File: config.mk
export PLATFORM = sky130hd
export DESIGN_NAME = analog_core
export DESIGN_NICKNAME = d
export VERILOG_FILES = /design/src/hdl/chan_pkg.sv /design/src/hdl/emu_pkg.sv /design/src/hdl/analog_core.sv /design/src/hdl/analog_slice.sv /design/src/hdl/bit_history.sv /design/src/hdl/chunk_sequencer.sv /design/src/hdl/step_table_loader.sv
export SDC_FILE = /design/constraint.sdc
export NUM_CORES = 2
export LEC_CHECK = 0
export BUFFER_PORTS_ARGS = -buffer_cell sky130_fd_sc_hd__buf_2
export CORE_AREA = 2 2 437 396
export CTS_BUF_LIST = sky130_fd_sc_hd__clkbuf_4
export DETAILED_ROUTE_END_ITERATION = 8
export DIE_AREA = 0 0 439 398
export PLACE_DENSITY = 0.76
export SLEW_MARGIN = 20
export SYNTH_ARGS = -nofsm -noshare
export SYNTH_HDL_FRONTEND = slang
export SYNTH_SLANG_ARGS = --single-unit
File: constraint.sdc
create_clock -name emu_clk -period 5.5 [get_ports emu_clk]
set_input_delay 0.55 -clock emu_clk [delete_from_list [all_inputs] [get_ports emu_clk]]
set_output_delay 0.55 -clock emu_clk [all_outputs]
set_load 0.02 [all_outputs]
File: src/hdl/chan_pkg.sv
// channel step-response tables and the configuration port that fills them
package chan_pkg;

    localparam int coef_width = 8;
    localparam int tbl_addr_width = 10;    // sized for the largest table

    // one signed step-response contribution
    typedef logic signed [coef_width-1:0] coef_t;

    // write address, high to low: slice index, chunk index, chunk value
    typedef logic [tbl_addr_width-1:0] tbl_addr_t;

    // configuration loader states
    typedef enum logic [1:0] {
        IDLE,     // waiting for req
        WRITE,    // single write strobe
        HOLD      // ack high until req drops
    } load_state_e;

endpackage

File: src/hdl/emu_pkg.sv
// emulated datapath types shared by the slices and the top level
package emu_pkg;

    // slice accumulator, wide enough for the largest table sum plus margin
    localparam int acc_width = 12;

    // adc output magnitude
    localparam int mag_width = 8;

    // largest magnitude an adc slice can report
    localparam int mag_max = (1 << mag_width) - 1;

    typedef logic signed [acc_width-1:0] acc_t;    // signed running sum of one slice
    typedef logic [mag_width-1:0] mag_t;           // saturated absolute value

endpackage

File: src/hdl/analog_core.sv
`timescale 1ns/10ps

// emulated receiver front end
// sequencer, bit history, table loader and the adc slices
module analog_core import emu_pkg::*, chan_pkg::*; #(
    parameter int chunk_width = 4,
    parameter int num_chunks  = 4,
    parameter int num_slices  = 4,
    parameter int frame_bits  = 8
) (
    input  logic                        emu_clk,
    input  logic                        emu_rst,
    input  logic [frame_bits-1:0]       rx_bits_i,
    input  logic                        cfg_req_i,
    input  tbl_addr_t                   cfg_addr_i,
    input  coef_t                       cfg_data_i,
    output logic                        cfg_ack_o,
    output logic                        frame_valid_o,
    output logic                        clk_adc_o,
    output logic [num_slices-1:0]       adc_sgn_o,
    output mag_t [num_slices-1:0]       adc_mag_o
);
    localparam int idx_w = $clog2(num_chunks);

    logic [idx_w-1:0]       chunk_idx;
    logic [idx_w-1:0]       chunk_valid;
    logic                   sum_restart;
    logic                   frame_end;
    logic [chunk_width-1:0] chunk;
    logic                   tbl_we;
    tbl_addr_t              tbl_waddr;
    coef_t                  tbl_wdata;

    chunk_sequencer #(
        .chunk_width (chunk_width),
        .num_chunks  (num_chunks),
        .num_slices  (num_slices),
        .frame_bits  (frame_bits)
    ) u_sequencer (
        .emu_clk       (emu_clk),
        .emu_rst       (emu_rst),
        .chunk_idx_o   (chunk_idx),
        .chunk_valid_o (chunk_valid),
        .sum_restart_o (sum_restart),
        .frame_end_o   (frame_end),
        .frame_valid_o (frame_valid_o),
        .clk_adc_o     (clk_adc_o)
    );

    bit_history #(
        .chunk_width (chunk_width),
        .num_chunks  (num_chunks),
        .num_slices  (num_slices),
        .frame_bits  (frame_bits)
    ) u_history (
        .emu_clk     (emu_clk),
        .emu_rst     (emu_rst),
        .rx_bits_i   (rx_bits_i),
        .chunk_idx_i (chunk_idx),
        .frame_end_i (frame_end),
        .chunk_o     (chunk)
    );

    step_table_loader #(
        .chunk_width (chunk_width),
        .num_chunks  (num_chunks),
        .num_slices  (num_slices),
        .frame_bits  (frame_bits)
    ) u_loader (
        .emu_clk     (emu_clk),
        .emu_rst     (emu_rst),
        .cfg_req_i   (cfg_req_i),
        .cfg_addr_i  (cfg_addr_i),
        .cfg_data_i  (cfg_data_i),
        .cfg_ack_o   (cfg_ack_o),
        .tbl_we_o    (tbl_we),
        .tbl_waddr_o (tbl_waddr),
        .tbl_wdata_o (tbl_wdata)
    );

    // table writes are broadcast, each slice filters on its own index
    for (genvar g = 0; g < num_slices; g++) begin : g_slice
        analog_slice #(
            .chunk_width (chunk_width),
            .num_chunks  (num_chunks),
            .num_slices  (num_slices),
            .frame_bits  (frame_bits),
            .slice_index (g)
        ) u_slice (
            .emu_clk       (emu_clk),
            .emu_rst       (emu_rst),
            .chunk_i       (chunk),
            .chunk_valid_i (chunk_valid),
            .sum_restart_i (sum_restart),
            .frame_end_i   (frame_end),
            .tbl_we_i      (tbl_we),
            .tbl_waddr_i   (tbl_waddr),
            .tbl_wdata_i   (tbl_wdata),
            .adc_sgn_o     (adc_sgn_o[g]),
            .adc_mag_o     (adc_mag_o[g])
        );
    end

endmodule

File: src/hdl/analog_slice.sv
`timescale 1ns/10ps

// one time-interleaved adc slice
// sums the table contributions of all chunks and reports sign/magnitude
module analog_slice import emu_pkg::*, chan_pkg::*; #(
    parameter int chunk_width = 4,
    parameter int num_chunks  = 4,
    parameter int num_slices  = 4,
    parameter int frame_bits  = 8,
    parameter int slice_index = 0
) (
    input  logic                          emu_clk,
    input  logic                          emu_rst,
    input  logic [chunk_width-1:0]        chunk_i,
    input  logic [$clog2(num_chunks)-1:0] chunk_valid_i,
    input  logic                          sum_restart_i,
    input  logic                          frame_end_i,
    input  logic                          tbl_we_i,
    input  tbl_addr_t                     tbl_waddr_i,
    input  coef_t                         tbl_wdata_i,
    output logic                          adc_sgn_o,
    output mag_t                          adc_mag_o
);
    localparam int tab_aw = $clog2(num_chunks) + chunk_width;
    localparam int depth  = num_chunks << chunk_width;

    coef_t                  table_q [depth];
    logic [chunk_width-1:0] chunk_q;
    logic [tab_aw-1:0]      rd_addr;
    coef_t                  rd_coef;
    logic                   tbl_hit;
    acc_t                   acc_q;
    logic [acc_width-1:0]   acc_abs;
    mag_t                   mag_sat;

    // keep only writes whose slice field matches this slice
    assign tbl_hit = tbl_we_i &&
                     (tbl_waddr_i[$bits(tbl_addr_t)-1:tab_aw] == slice_index);

    always_ff @(posedge emu_clk) begin
        if (emu_rst) begin
            for (int i = 0; i < depth; i++) begin
                table_q[i] <= '0;
            end
        end else if (tbl_hit) begin
            table_q[tbl_waddr_i[tab_aw-1:0]] <= tbl_wdata_i;
        end
    end

    // chunk is registered here, the index arrives already delayed
    always_ff @(posedge emu_clk) begin
        chunk_q <= chunk_i;
    end

    assign rd_addr = {chunk_valid_i, chunk_q};
    assign rd_coef = table_q[rd_addr];    // entry for chunk k while counter is k+1

    always_ff @(posedge emu_clk) begin
        if (emu_rst) begin
            acc_q <= '0;
        end else if (sum_restart_i) begin
            acc_q <= acc_t'(rd_coef);    // first chunk starts a new sum
        end else if (!frame_end_i) begin
            acc_q <= acc_q + acc_t'(rd_coef);
        end
    end

    // absolute value fits unsigned even for the most negative sum
    assign acc_abs = acc_q[acc_width-1] ? acc_width'(-acc_q) : acc_width'(acc_q);
    assign mag_sat = (acc_abs > acc_width'(mag_max)) ? mag_t'(mag_max) : mag_t'(acc_abs);

    always_ff @(posedge emu_clk) begin
        if (emu_rst) begin
            adc_sgn_o <= 1'b0;
            adc_mag_o <= '0;
        end else if (frame_end_i) begin
            adc_sgn_o <= !acc_q[acc_width-1];    // 1 for a non-negative sum
            adc_mag_o <= mag_sat;
        end
    end

    // table updates must not land on the output sampling edge
    no_write_at_frame_end: assert property (
        @(posedge emu_clk) disable iff (emu_rst)
        tbl_hit |-> !frame_end_i
    ) else $error("slice %0d table written at frame end", slice_index);

endmodule

File: src/hdl/bit_history.sv
`timescale 1ns/10ps

// received bit history and chunk selector
module bit_history #(
    parameter int chunk_width = 4,
    parameter int num_chunks  = 4,
    parameter int num_slices  = 4,
    parameter int frame_bits  = 8
) (
    input  logic                          emu_clk,
    input  logic                          emu_rst,
    input  logic [frame_bits-1:0]         rx_bits_i,
    input  logic [$clog2(num_chunks)-1:0] chunk_idx_i,
    input  logic                          frame_end_i,
    output logic [chunk_width-1:0]        chunk_o
);
    localparam int hist_w  = num_chunks * chunk_width;
    localparam int shift_w = $clog2(hist_w);

    logic [hist_w-1:0]  history_q;
    logic [shift_w-1:0] chunk_shift;

    // newest bits enter at the top, older bits move toward bit 0
    always_ff @(posedge emu_clk) begin
        if (emu_rst) begin
            history_q <= '0;
        end else if (frame_end_i) begin
            history_q <= (history_q >> frame_bits) |
                         (hist_w'(rx_bits_i) << (hist_w - frame_bits));
        end
    end

    // chunk 0 is the top chunk_width bits
    assign chunk_shift = shift_w'(hist_w - chunk_width) -
                         shift_w'(chunk_width) * shift_w'(chunk_idx_i);
    assign chunk_o     = chunk_width'(history_q >> chunk_shift);

endmodule

File: src/hdl/chunk_sequencer.sv
`timescale 1ns/10ps

// frame counter that walks the history one chunk per cycle
module chunk_sequencer #(
    parameter int chunk_width = 4,
    parameter int num_chunks  = 4,
    parameter int num_slices  = 4,
    parameter int frame_bits  = 8
) (
    input  logic                          emu_clk,
    input  logic                          emu_rst,
    output logic [$clog2(num_chunks)-1:0] chunk_idx_o,
    output logic [$clog2(num_chunks)-1:0] chunk_valid_o,
    output logic                          sum_restart_o,
    output logic                          frame_end_o,
    output logic                          frame_valid_o,
    output logic                          clk_adc_o
);
    localparam int idx_w      = $clog2(num_chunks);
    localparam int cnt_w      = $clog2(num_chunks + 2);
    localparam int last_count = num_chunks + 1;

    // adc clock is low for half of the frame, starting at count 2
    localparam int clk_fall = 2;
    localparam int clk_rise = clk_fall + ((2 + num_chunks) / 2) - 1;

    logic [cnt_w-1:0] count_q;
    logic [cnt_w-1:0] count_next;
    logic             clk_adc_next;

    assign count_next = (count_q == cnt_w'(last_count)) ? '0 : count_q + 1'b1;

    always_ff @(posedge emu_clk) begin
        if (emu_rst) begin
            count_q <= '0;
        end else begin
            count_q <= count_next;
        end
    end

    // chunk k is presented while the counter is k
    assign chunk_idx_o   = (count_q < cnt_w'(num_chunks)) ? idx_w'(count_q) : '0;
    assign sum_restart_o = (count_q == cnt_w'(1));
    assign frame_end_o   = (count_q == cnt_w'(last_count));

    // decode from the next count so the registered clock lines up with the counter
    assign clk_adc_next = !((count_next >= cnt_w'(clk_fall)) &&
                            (count_next <= cnt_w'(clk_rise)));

    always_ff @(posedge emu_clk) begin
        if (emu_rst) begin
            chunk_valid_o <= '0;
            frame_valid_o <= 1'b0;
            clk_adc_o     <= 1'b1;    // counter 0 sits in the high phase
        end else begin
            chunk_valid_o <= chunk_idx_o;    // follows the registered table read
            frame_valid_o <= frame_end_o;
            clk_adc_o     <= clk_adc_next;
        end
    end

    count_in_range: assert property (
        @(posedge emu_clk) disable iff (emu_rst)
        count_q <= cnt_w'(last_count)
    ) else $error("frame counter out of range: %0d", count_q);

endmodule

File: src/hdl/step_table_loader.sv
`timescale 1ns/10ps

// four-phase req/ack slave feeding the step-response tables
module step_table_loader import chan_pkg::*; #(
    parameter int chunk_width = 4,
    parameter int num_chunks  = 4,
    parameter int num_slices  = 4,
    parameter int frame_bits  = 8
) (
    input  logic      emu_clk,
    input  logic      emu_rst,
    input  logic      cfg_req_i,
    input  tbl_addr_t cfg_addr_i,
    input  coef_t     cfg_data_i,
    output logic      cfg_ack_o,
    output logic      tbl_we_o,
    output tbl_addr_t tbl_waddr_o,
    output coef_t     tbl_wdata_o
);
    // bits below the slice field address one entry of a slice table
    localparam int tab_aw = $clog2(num_chunks) + chunk_width;

    load_state_e state_q;

    always_ff @(posedge emu_clk) begin
        if (emu_rst) begin
            state_q <= IDLE;
        end else begin
            case (state_q)
                IDLE:    if (cfg_req_i) state_q <= WRITE;
                WRITE:   state_q <= HOLD;
                HOLD:    if (!cfg_req_i) state_q <= IDLE;
                default: state_q <= IDLE;
            endcase
        end
    end

    // master holds address and data stable, capture once at req
    always_ff @(posedge emu_clk) begin
        if (state_q == IDLE && cfg_req_i) begin
            tbl_waddr_o <= cfg_addr_i;
            tbl_wdata_o <= cfg_data_i;
        end
    end

    assign tbl_we_o  = (state_q == WRITE);    // one strobe per transfer
    assign cfg_ack_o = (state_q == HOLD);

    ack_needs_req: assert property (
        @(posedge emu_clk) disable iff (emu_rst)
        $rose(cfg_ack_o) |-> cfg_req_i
    ) else $error("cfg ack raised without req");

    slice_in_range: assert property (
        @(posedge emu_clk) disable iff (emu_rst)
        (state_q == IDLE && cfg_req_i) |->
            (cfg_addr_i[$bits(tbl_addr_t)-1:tab_aw] < num_slices)
    ) else $error("cfg address selects a missing slice");

endmodule

# Word level (Yosys, flattened, before mapping)
# Memories as Yosys holds them, arrays and structs flattened.
# Cells that the tools add are included.
# Widths: inputs -> output; s select.
[totals]
ff_bits = 131
ramBits = 2048
inputBits = 29
out_inout_bits = 39
wordCells = 119
memories = 4
[classes]
n_addsub = 10
n_lt_le_gt_ge = 7
eq_ne = 10
shift = 1
muxes = 47
bitwise_logic = 1
reduce_logical = 18
[mem_list]
columns = ["name", "depth", "width", "read_ports", "rd_clocked_by_memory_dff", "write_ports", "line", "rtl"]
rows = [
  ["g_slice[0].u_slice.table_q", 64, 8, 1, 0, 64, "analog_slice.sv:27", "coef_t table_q [depth];"],
  ["g_slice[1].u_slice.table_q", 64, 8, 1, 0, 64, "analog_slice.sv:27", ""],
  ["g_slice[2].u_slice.table_q", 64, 8, 1, 0, 64, "analog_slice.sv:27", ""],
  ["g_slice[3].u_slice.table_q", 64, 8, 1, 0, 64, "analog_slice.sv:27", ""],
]
[op_table]
columns = ["operator", "count"]
rows = [
  ["$mux 12", 12],
  ["$mux 8", 8],
  ["$add 12x8->12", 4],
  ["$gt 12x8->1 const B", 4],
  ["$neg 12->12", 4],
  ["$reduce_or 8->1", 4],
  ["$mux 6", 4],
  ["$mux 1", 18],
  ["$or 8x16->16", 1],
  ["$shr 16x4->4", 1],
  ["$eq 4x2->1 const B", 2],
  ["$logic_and 1x1->1", 6],
  ["$mux 2", 3],
  ["$pmux 2 s3", 1],
  ["$logic_not 1->1", 5],
  ["$eq 4x1->1 const B", 1],
  ["$logic_not 4->1", 1],
  ["$ne 2x2->1 const B", 2],
  ["$sub 4x4->4 const A", 1],
  ["$add 3x1->3 const B", 1],
  ["$eq 3x1->1 const B", 1],
  ["$eq 3x3->1 const B", 1],
  ["$ge 3x2->1 const B", 1],
  ["$le 3x3->1 const B", 1],
  ["other kinds (7)", 7],
]

# Logic depth before layout (Yosys ltp)
[logic_depth]
ltp_word = 7
depth_mapped = 18
ltp_nobuf = 15

# Cells and area by module
# Synthesis repeated with hierarchy kept, for this count alone.
[unflattened]
hier_cells = 6824
area_unflattened_um2 = 102414.5
[modules_own_cells]
columns = ["mod", "instances", "cells_per_inst", "area_per_inst_um2", "seq_area_each_um2"]
rows = [
  ["analog_slice (g_slice[1].u_slice ...)", 2, 1680, 25217.9, 15875.2],
  ["analog_slice (g_slice[3].u_slice)", 1, 1676, 25214.2, 15875.2],
  ["analog_slice (g_slice[0].u_slice)", 1, 1682, 25211.7, 15875.2],
  ["bit_history", 1, 56, 673.1, 320.3],
  ["step_table_loader", 1, 28, 638.1, 580.6],
  ["chunk_sequencer", 1, 22, 241.5, 140.1],
]

# Least setup slack after synthesis
# OpenSTA, ideal clock, no wires.
[synth_timing]
kind = "reg-to-reg"
from = "register, netlist name g_slice[3].u_slice.chunk_q[0]"
to = "register g_slice[0].u_slice.acc_q[10]"
t_arrival_ps = 4411
path_slack_ps = 998
path_stages_with_launch = 17
n_path_buf = 3
path_cell_list = "dfxtp_1 > buf_4 > buf_6 > buf_4 > mux4_2 > mux4_2 > mux4_2 > ha_1 > inv_1 > fa_1 > nor2b_1 > o21ai_0 > a21oi_1 > o311ai_0 > a21oi_1 > or4b_2 > a311oi_1"
[synth_rtl]
columns = ["element", "line", "rtl"]
rows = [
  ["end signal: assignment", "analog_slice.sv:62", "acc_q <= acc_t'(rd_coef);"],
  ["end signal: assignment", "analog_slice.sv:64", "acc_q <= acc_q + acc_t'(rd_coef);"],
  ["end: declaration", "analog_slice.sv:32", "acc_t acc_q;"],
]

==> impl_metrics.tcl <==
set metrics [dict create \
    status "complete, no violations" \
    gp_congestion 0.894 \
    worstPathRequired_ns 6.70 \
    dpl.hpwl_um 179000 \
    cts_tree "yes" \
    synthDistinctLibCells 63 \
    rr_startpoint "g_slice[3].u_slice.chunk_q[0]" \
    vias 62800 \
    htreeDepth 6 \
    slew_headroom_pct 15.8 \
    gr-usage-all-layers_pct 31.9 \
    clock_sinks 2179 \
    synth.top_cells.by_area "edfxtp_1 (61%), mux4_2 (14%), and2_1 (13%)" \
    maxSlewViolCount 0 \
    fp.dieH_um 398 \
    wl_per_cell_um 27.4 \
    worstPathCellList "buf_16 -> buf_16 -> mux4_2 -> a22oi_1 -> nand3_1 -> o21ai_0 -> a21oi_1 -> ha_1 -> and2_1 -> a22o_1 -> a311o_1 -> nand3_1 -> mux2i_1 -> nand3b_1" \
    area_growth_syn_to_layout_pct 11.8 \
    grt_max_degree 202 \
    worstSkewPairLatency_ns 1.38 \
    ys_seq_elements 2179 \
    clk_pin_slew_ns 0.06 \
    clockRootBuffer "clkbuf_4" \
    wl_um 275000 \
    fp.dieArea_um2 175000 \
    layout_commonest_cell "edfxtp_1" \
    layout-drive-gt1-share_pct 26.1 \
    drv_cap 0 \
    slowest_delay_ns 0.75 \
    io_pins 68 \
    crit_path_top_delay_cell "o21ai_0" \
    crit_end "g_slice[1].u_slice.acc_q[11]" \
    r2r_cells 14 \
    fill_cells 11600 \
    ys_async_sr_fraction_pct 0 \
    grt_pass1_vias 62700 \
    finalHoldViolations 0 \
    power_density_nw_per_um2 345 \
    syn_area_um2 102000 \
    placementRows 144 \
    cts_buffers 575 \
    ctsLongestPathBuffers 4 \
    fp.dieW_um 439 \
    fp.coreArea_um2 170000 \
    worstSetupStartpoint "g_slice[3].u_slice.chunk_q[0]" \
    worst-setup-path-type "flop to flop" \
    period_needed_ns 5.21 \
    synth_nets 6884 \
    grt-ovfl-total 0 \
    p_leak_nw 41.5 \
    viasPerCell 6.26 \
    crit_path_start_kind "flop" \
    start_util_pct 59.7 \
    finalSetupTns_ns 0 \
    synth_ff_type "edfxtp_1" \
    regToRegSetupSlack_ns 0.29 \
    peakVddDrop_v 0.000256 \
    synth_top_area_cell "edfxtp_1" \
    synth_area_per_cell_um2 14.9 \
    skew_ns 0.0802 \
    max_freq_ghz 0.192 \
    seq_area_frac_synth_pct 63.3 \
    grt_first_pass_wirelength_um 408000 \
    fin_nets 7466 \
    rr_endpoint "g_slice[1].u_slice.acc_q[11]" \
    ant_nets 0 \
    synth_edf_count 2066 \
    yosys_warnings 0 \
    antenna_found_initial 9 \
    syn-instance-count 6803 \
    arrival_ns 6.41 \
    yosysTopAreaCellShare_pct 61.1 \
    mostFrequentLayoutCells "edfxtp_1 (2,066), and2_1 (2,052), clkbuf_4 (845)" \
    first_iter_violations 8591 \
    end_kind "flop" \
    portBuffers 67 \
    setup_viol 0 \
    period_share_pct 94.7 \
    dpl.cell_count 9007 \
    dr.pass1.iters 6 \
    route.detailed.drc 0 \
    grt_setup_unrepaired "false" \
    layout.cells.non_filler 10000 \
    worst-path-max-fanout 38 \
    worstMarginPinSlew_ns 1.26 \
    min_path_type "input pin to flop" \
]
## cell type report
| cell class | instances | area (um^2) | area share, % |
|---|---|---|---|
| Clock buffer | 845 | 6340 | 5.58 |
| Tap cell | 2263 | 2830 | 2.49 |
| Timing Repair Buffer | 531 | 4450 | 3.92 |
| Multi-Input combinational cell | 4072 | 35100 | 30.9 |
| Antenna cell | 12 | 30.0 | 0.0264 |
| Inverter | 26 | 105 | 0.0925 |
| Sequential cell | 2179 | 64300 | 56.6 |
| Clock inverter | 105 | 467 | 0.411 |
## metrics by stage
step / area (um^2) / power (mW) / worst slack, ns / hold WS (ns) / utilization [%]
floorplan: 102000 / 23.5 / 0.998 / 0.436 / -
global placement: 106000 / 25.6 / 0.419 / 0.441 / 62.3
detailed placement: 106000 / 25.7 / 0.358 / 0.449 / 62.3
CTS: 114000 / 39.3 / 0.371 / 0.275 / 66.7
global route: 114000 / 40.6 / 0.137 / 0.339 / 66.7
finish: 114000 / 39.2 / 0.292 / 0.417 / 66.7
## power breakdown
group	switching, mW	total (mW)	internal [mW]
registers	0.554	19.3	18.8
clock network	6.65	13.7	7.08
logic	3.51	6.19	2.68
total	10.7	39.2	28.5
## repair_timing
item	in CTS	in global routing
hold buffers	64	0
buffers inserted	0	0
hold endpoints to repair	75	0
resized for setup	0	4
setup endpoints to repair	0	2
## worst min path at each step
stage / endpoint / cells after the start / from / slack, ns
2_1_floorplan: u_history.history_q[4] / 2 / u_history.history_q[4] / 0.44
3_3_place_gp: u_history.history_q[2] / 2 / u_history.history_q[2] / 0.44
3_5_place_dp: u_history.history_q[7] / 2 / u_history.history_q[7] / 0.45
4_1_cts: u_sequencer.count_q[0] / 4 / emu_rst / 0.28
5_1_grt: u_sequencer.count_q[0] / 4 / emu_rst / 0.34
6_report: u_sequencer.count_q[0] / 4 / emu_rst / 0.42
## synth_stat cells, types with 5 or more instances
library cell / instances
nor4_1: 10
o211ai_1: 19
nor3_1: 30
a211oi_1: 10
xor2_1: 27
nand4_1: 6
nand3b_1: 6
a21oi_1: 102
nand2b_1: 9
a311oi_1: 7
a221oi_1: 17
clkbuf_1: 397
a21o_1: 5
buf_1: 36
mux2i_1: 29
buf_4: 21
buf_6: 11
and3_1: 7
o311ai_0: 5
a211o_1: 6
nand2_1: 203
a22oi_1: 12
edfxtp_1: 2066
and2_1: 2052
o21ai_0: 329
nor2_1: 315
a221o_1: 6
or3_1: 11
mux4_2: 645
xnor2_1: 23
a31oi_1: 5
nor3b_1: 10
nor2b_1: 20
mux2_2: 13
o41ai_1: 6
buf_2: 61
ha_1: 48
dfxtp_1: 113
inv_1: 23
nand3_1: 32
## kinds of logic (layout without fill, tap and decap cells)
| logic type | after synthesis | after routing | synth area share, % |
|---|---|---|---|
| simple gates | 2721 | 2721 | 15.4 |
| flops | 2179 | 2179 | 63.3 |
| mux | 687 | 687 | 14.7 |
| compound gates | 562 | 562 | 3.18 |
| buf+inv | 552 | 1507 | 2.27 |
| fa+ha+maj | 52 | 52 | 0.670 |
| xor+xnor | 50 | 50 | 0.431 |
| other cells | 0 | 12 | 0 |
## per-layer routing
metal / track usage, % / part of all wire [%] / wire length (um) / vias to the layer above
met3: 7.77 / 12 / 32100 / 571
li1: - / - / - / 26700
met5: 0 / 0.0098 / 27 / -
met4: 12.9 / 3.9 / 10800 / 4
met2: 49.2 / 47 / 130000 / 3950
met1: 44.0 / 37 / 103000 / 31500
## worst max-delay path: cells and delay by family, from the launching register on
kind            cells  cell delay (ns)
compound gates      5             2.12
mux                 2             0.63
buf+inv             2             0.62
simple gates        4             0.60
fa+ha+maj           1             0.50
flops               1             0.49
## sequential cells by signal, summed over array words and instances, names as in the netlist
register	count
g_slice.u_slice.acc_q	48
g_slice.u_slice.adc_mag_o	32
g_slice.u_slice.adc_sgn_o	4
g_slice.u_slice.chunk_q	4
g_slice.u_slice.table_q	2048
u_history.history_q	16
u_loader.state_q	2
u_loader.tbl_waddr_o	10
u_loader.tbl_wdata_o	8
u_sequencer.chunk_valid_o	2
u_sequencer.clk_adc_o	1
u_sequencer.count_q	3
u_sequencer.frame_valid_o	1
Power figures use the tool's default switching activity.
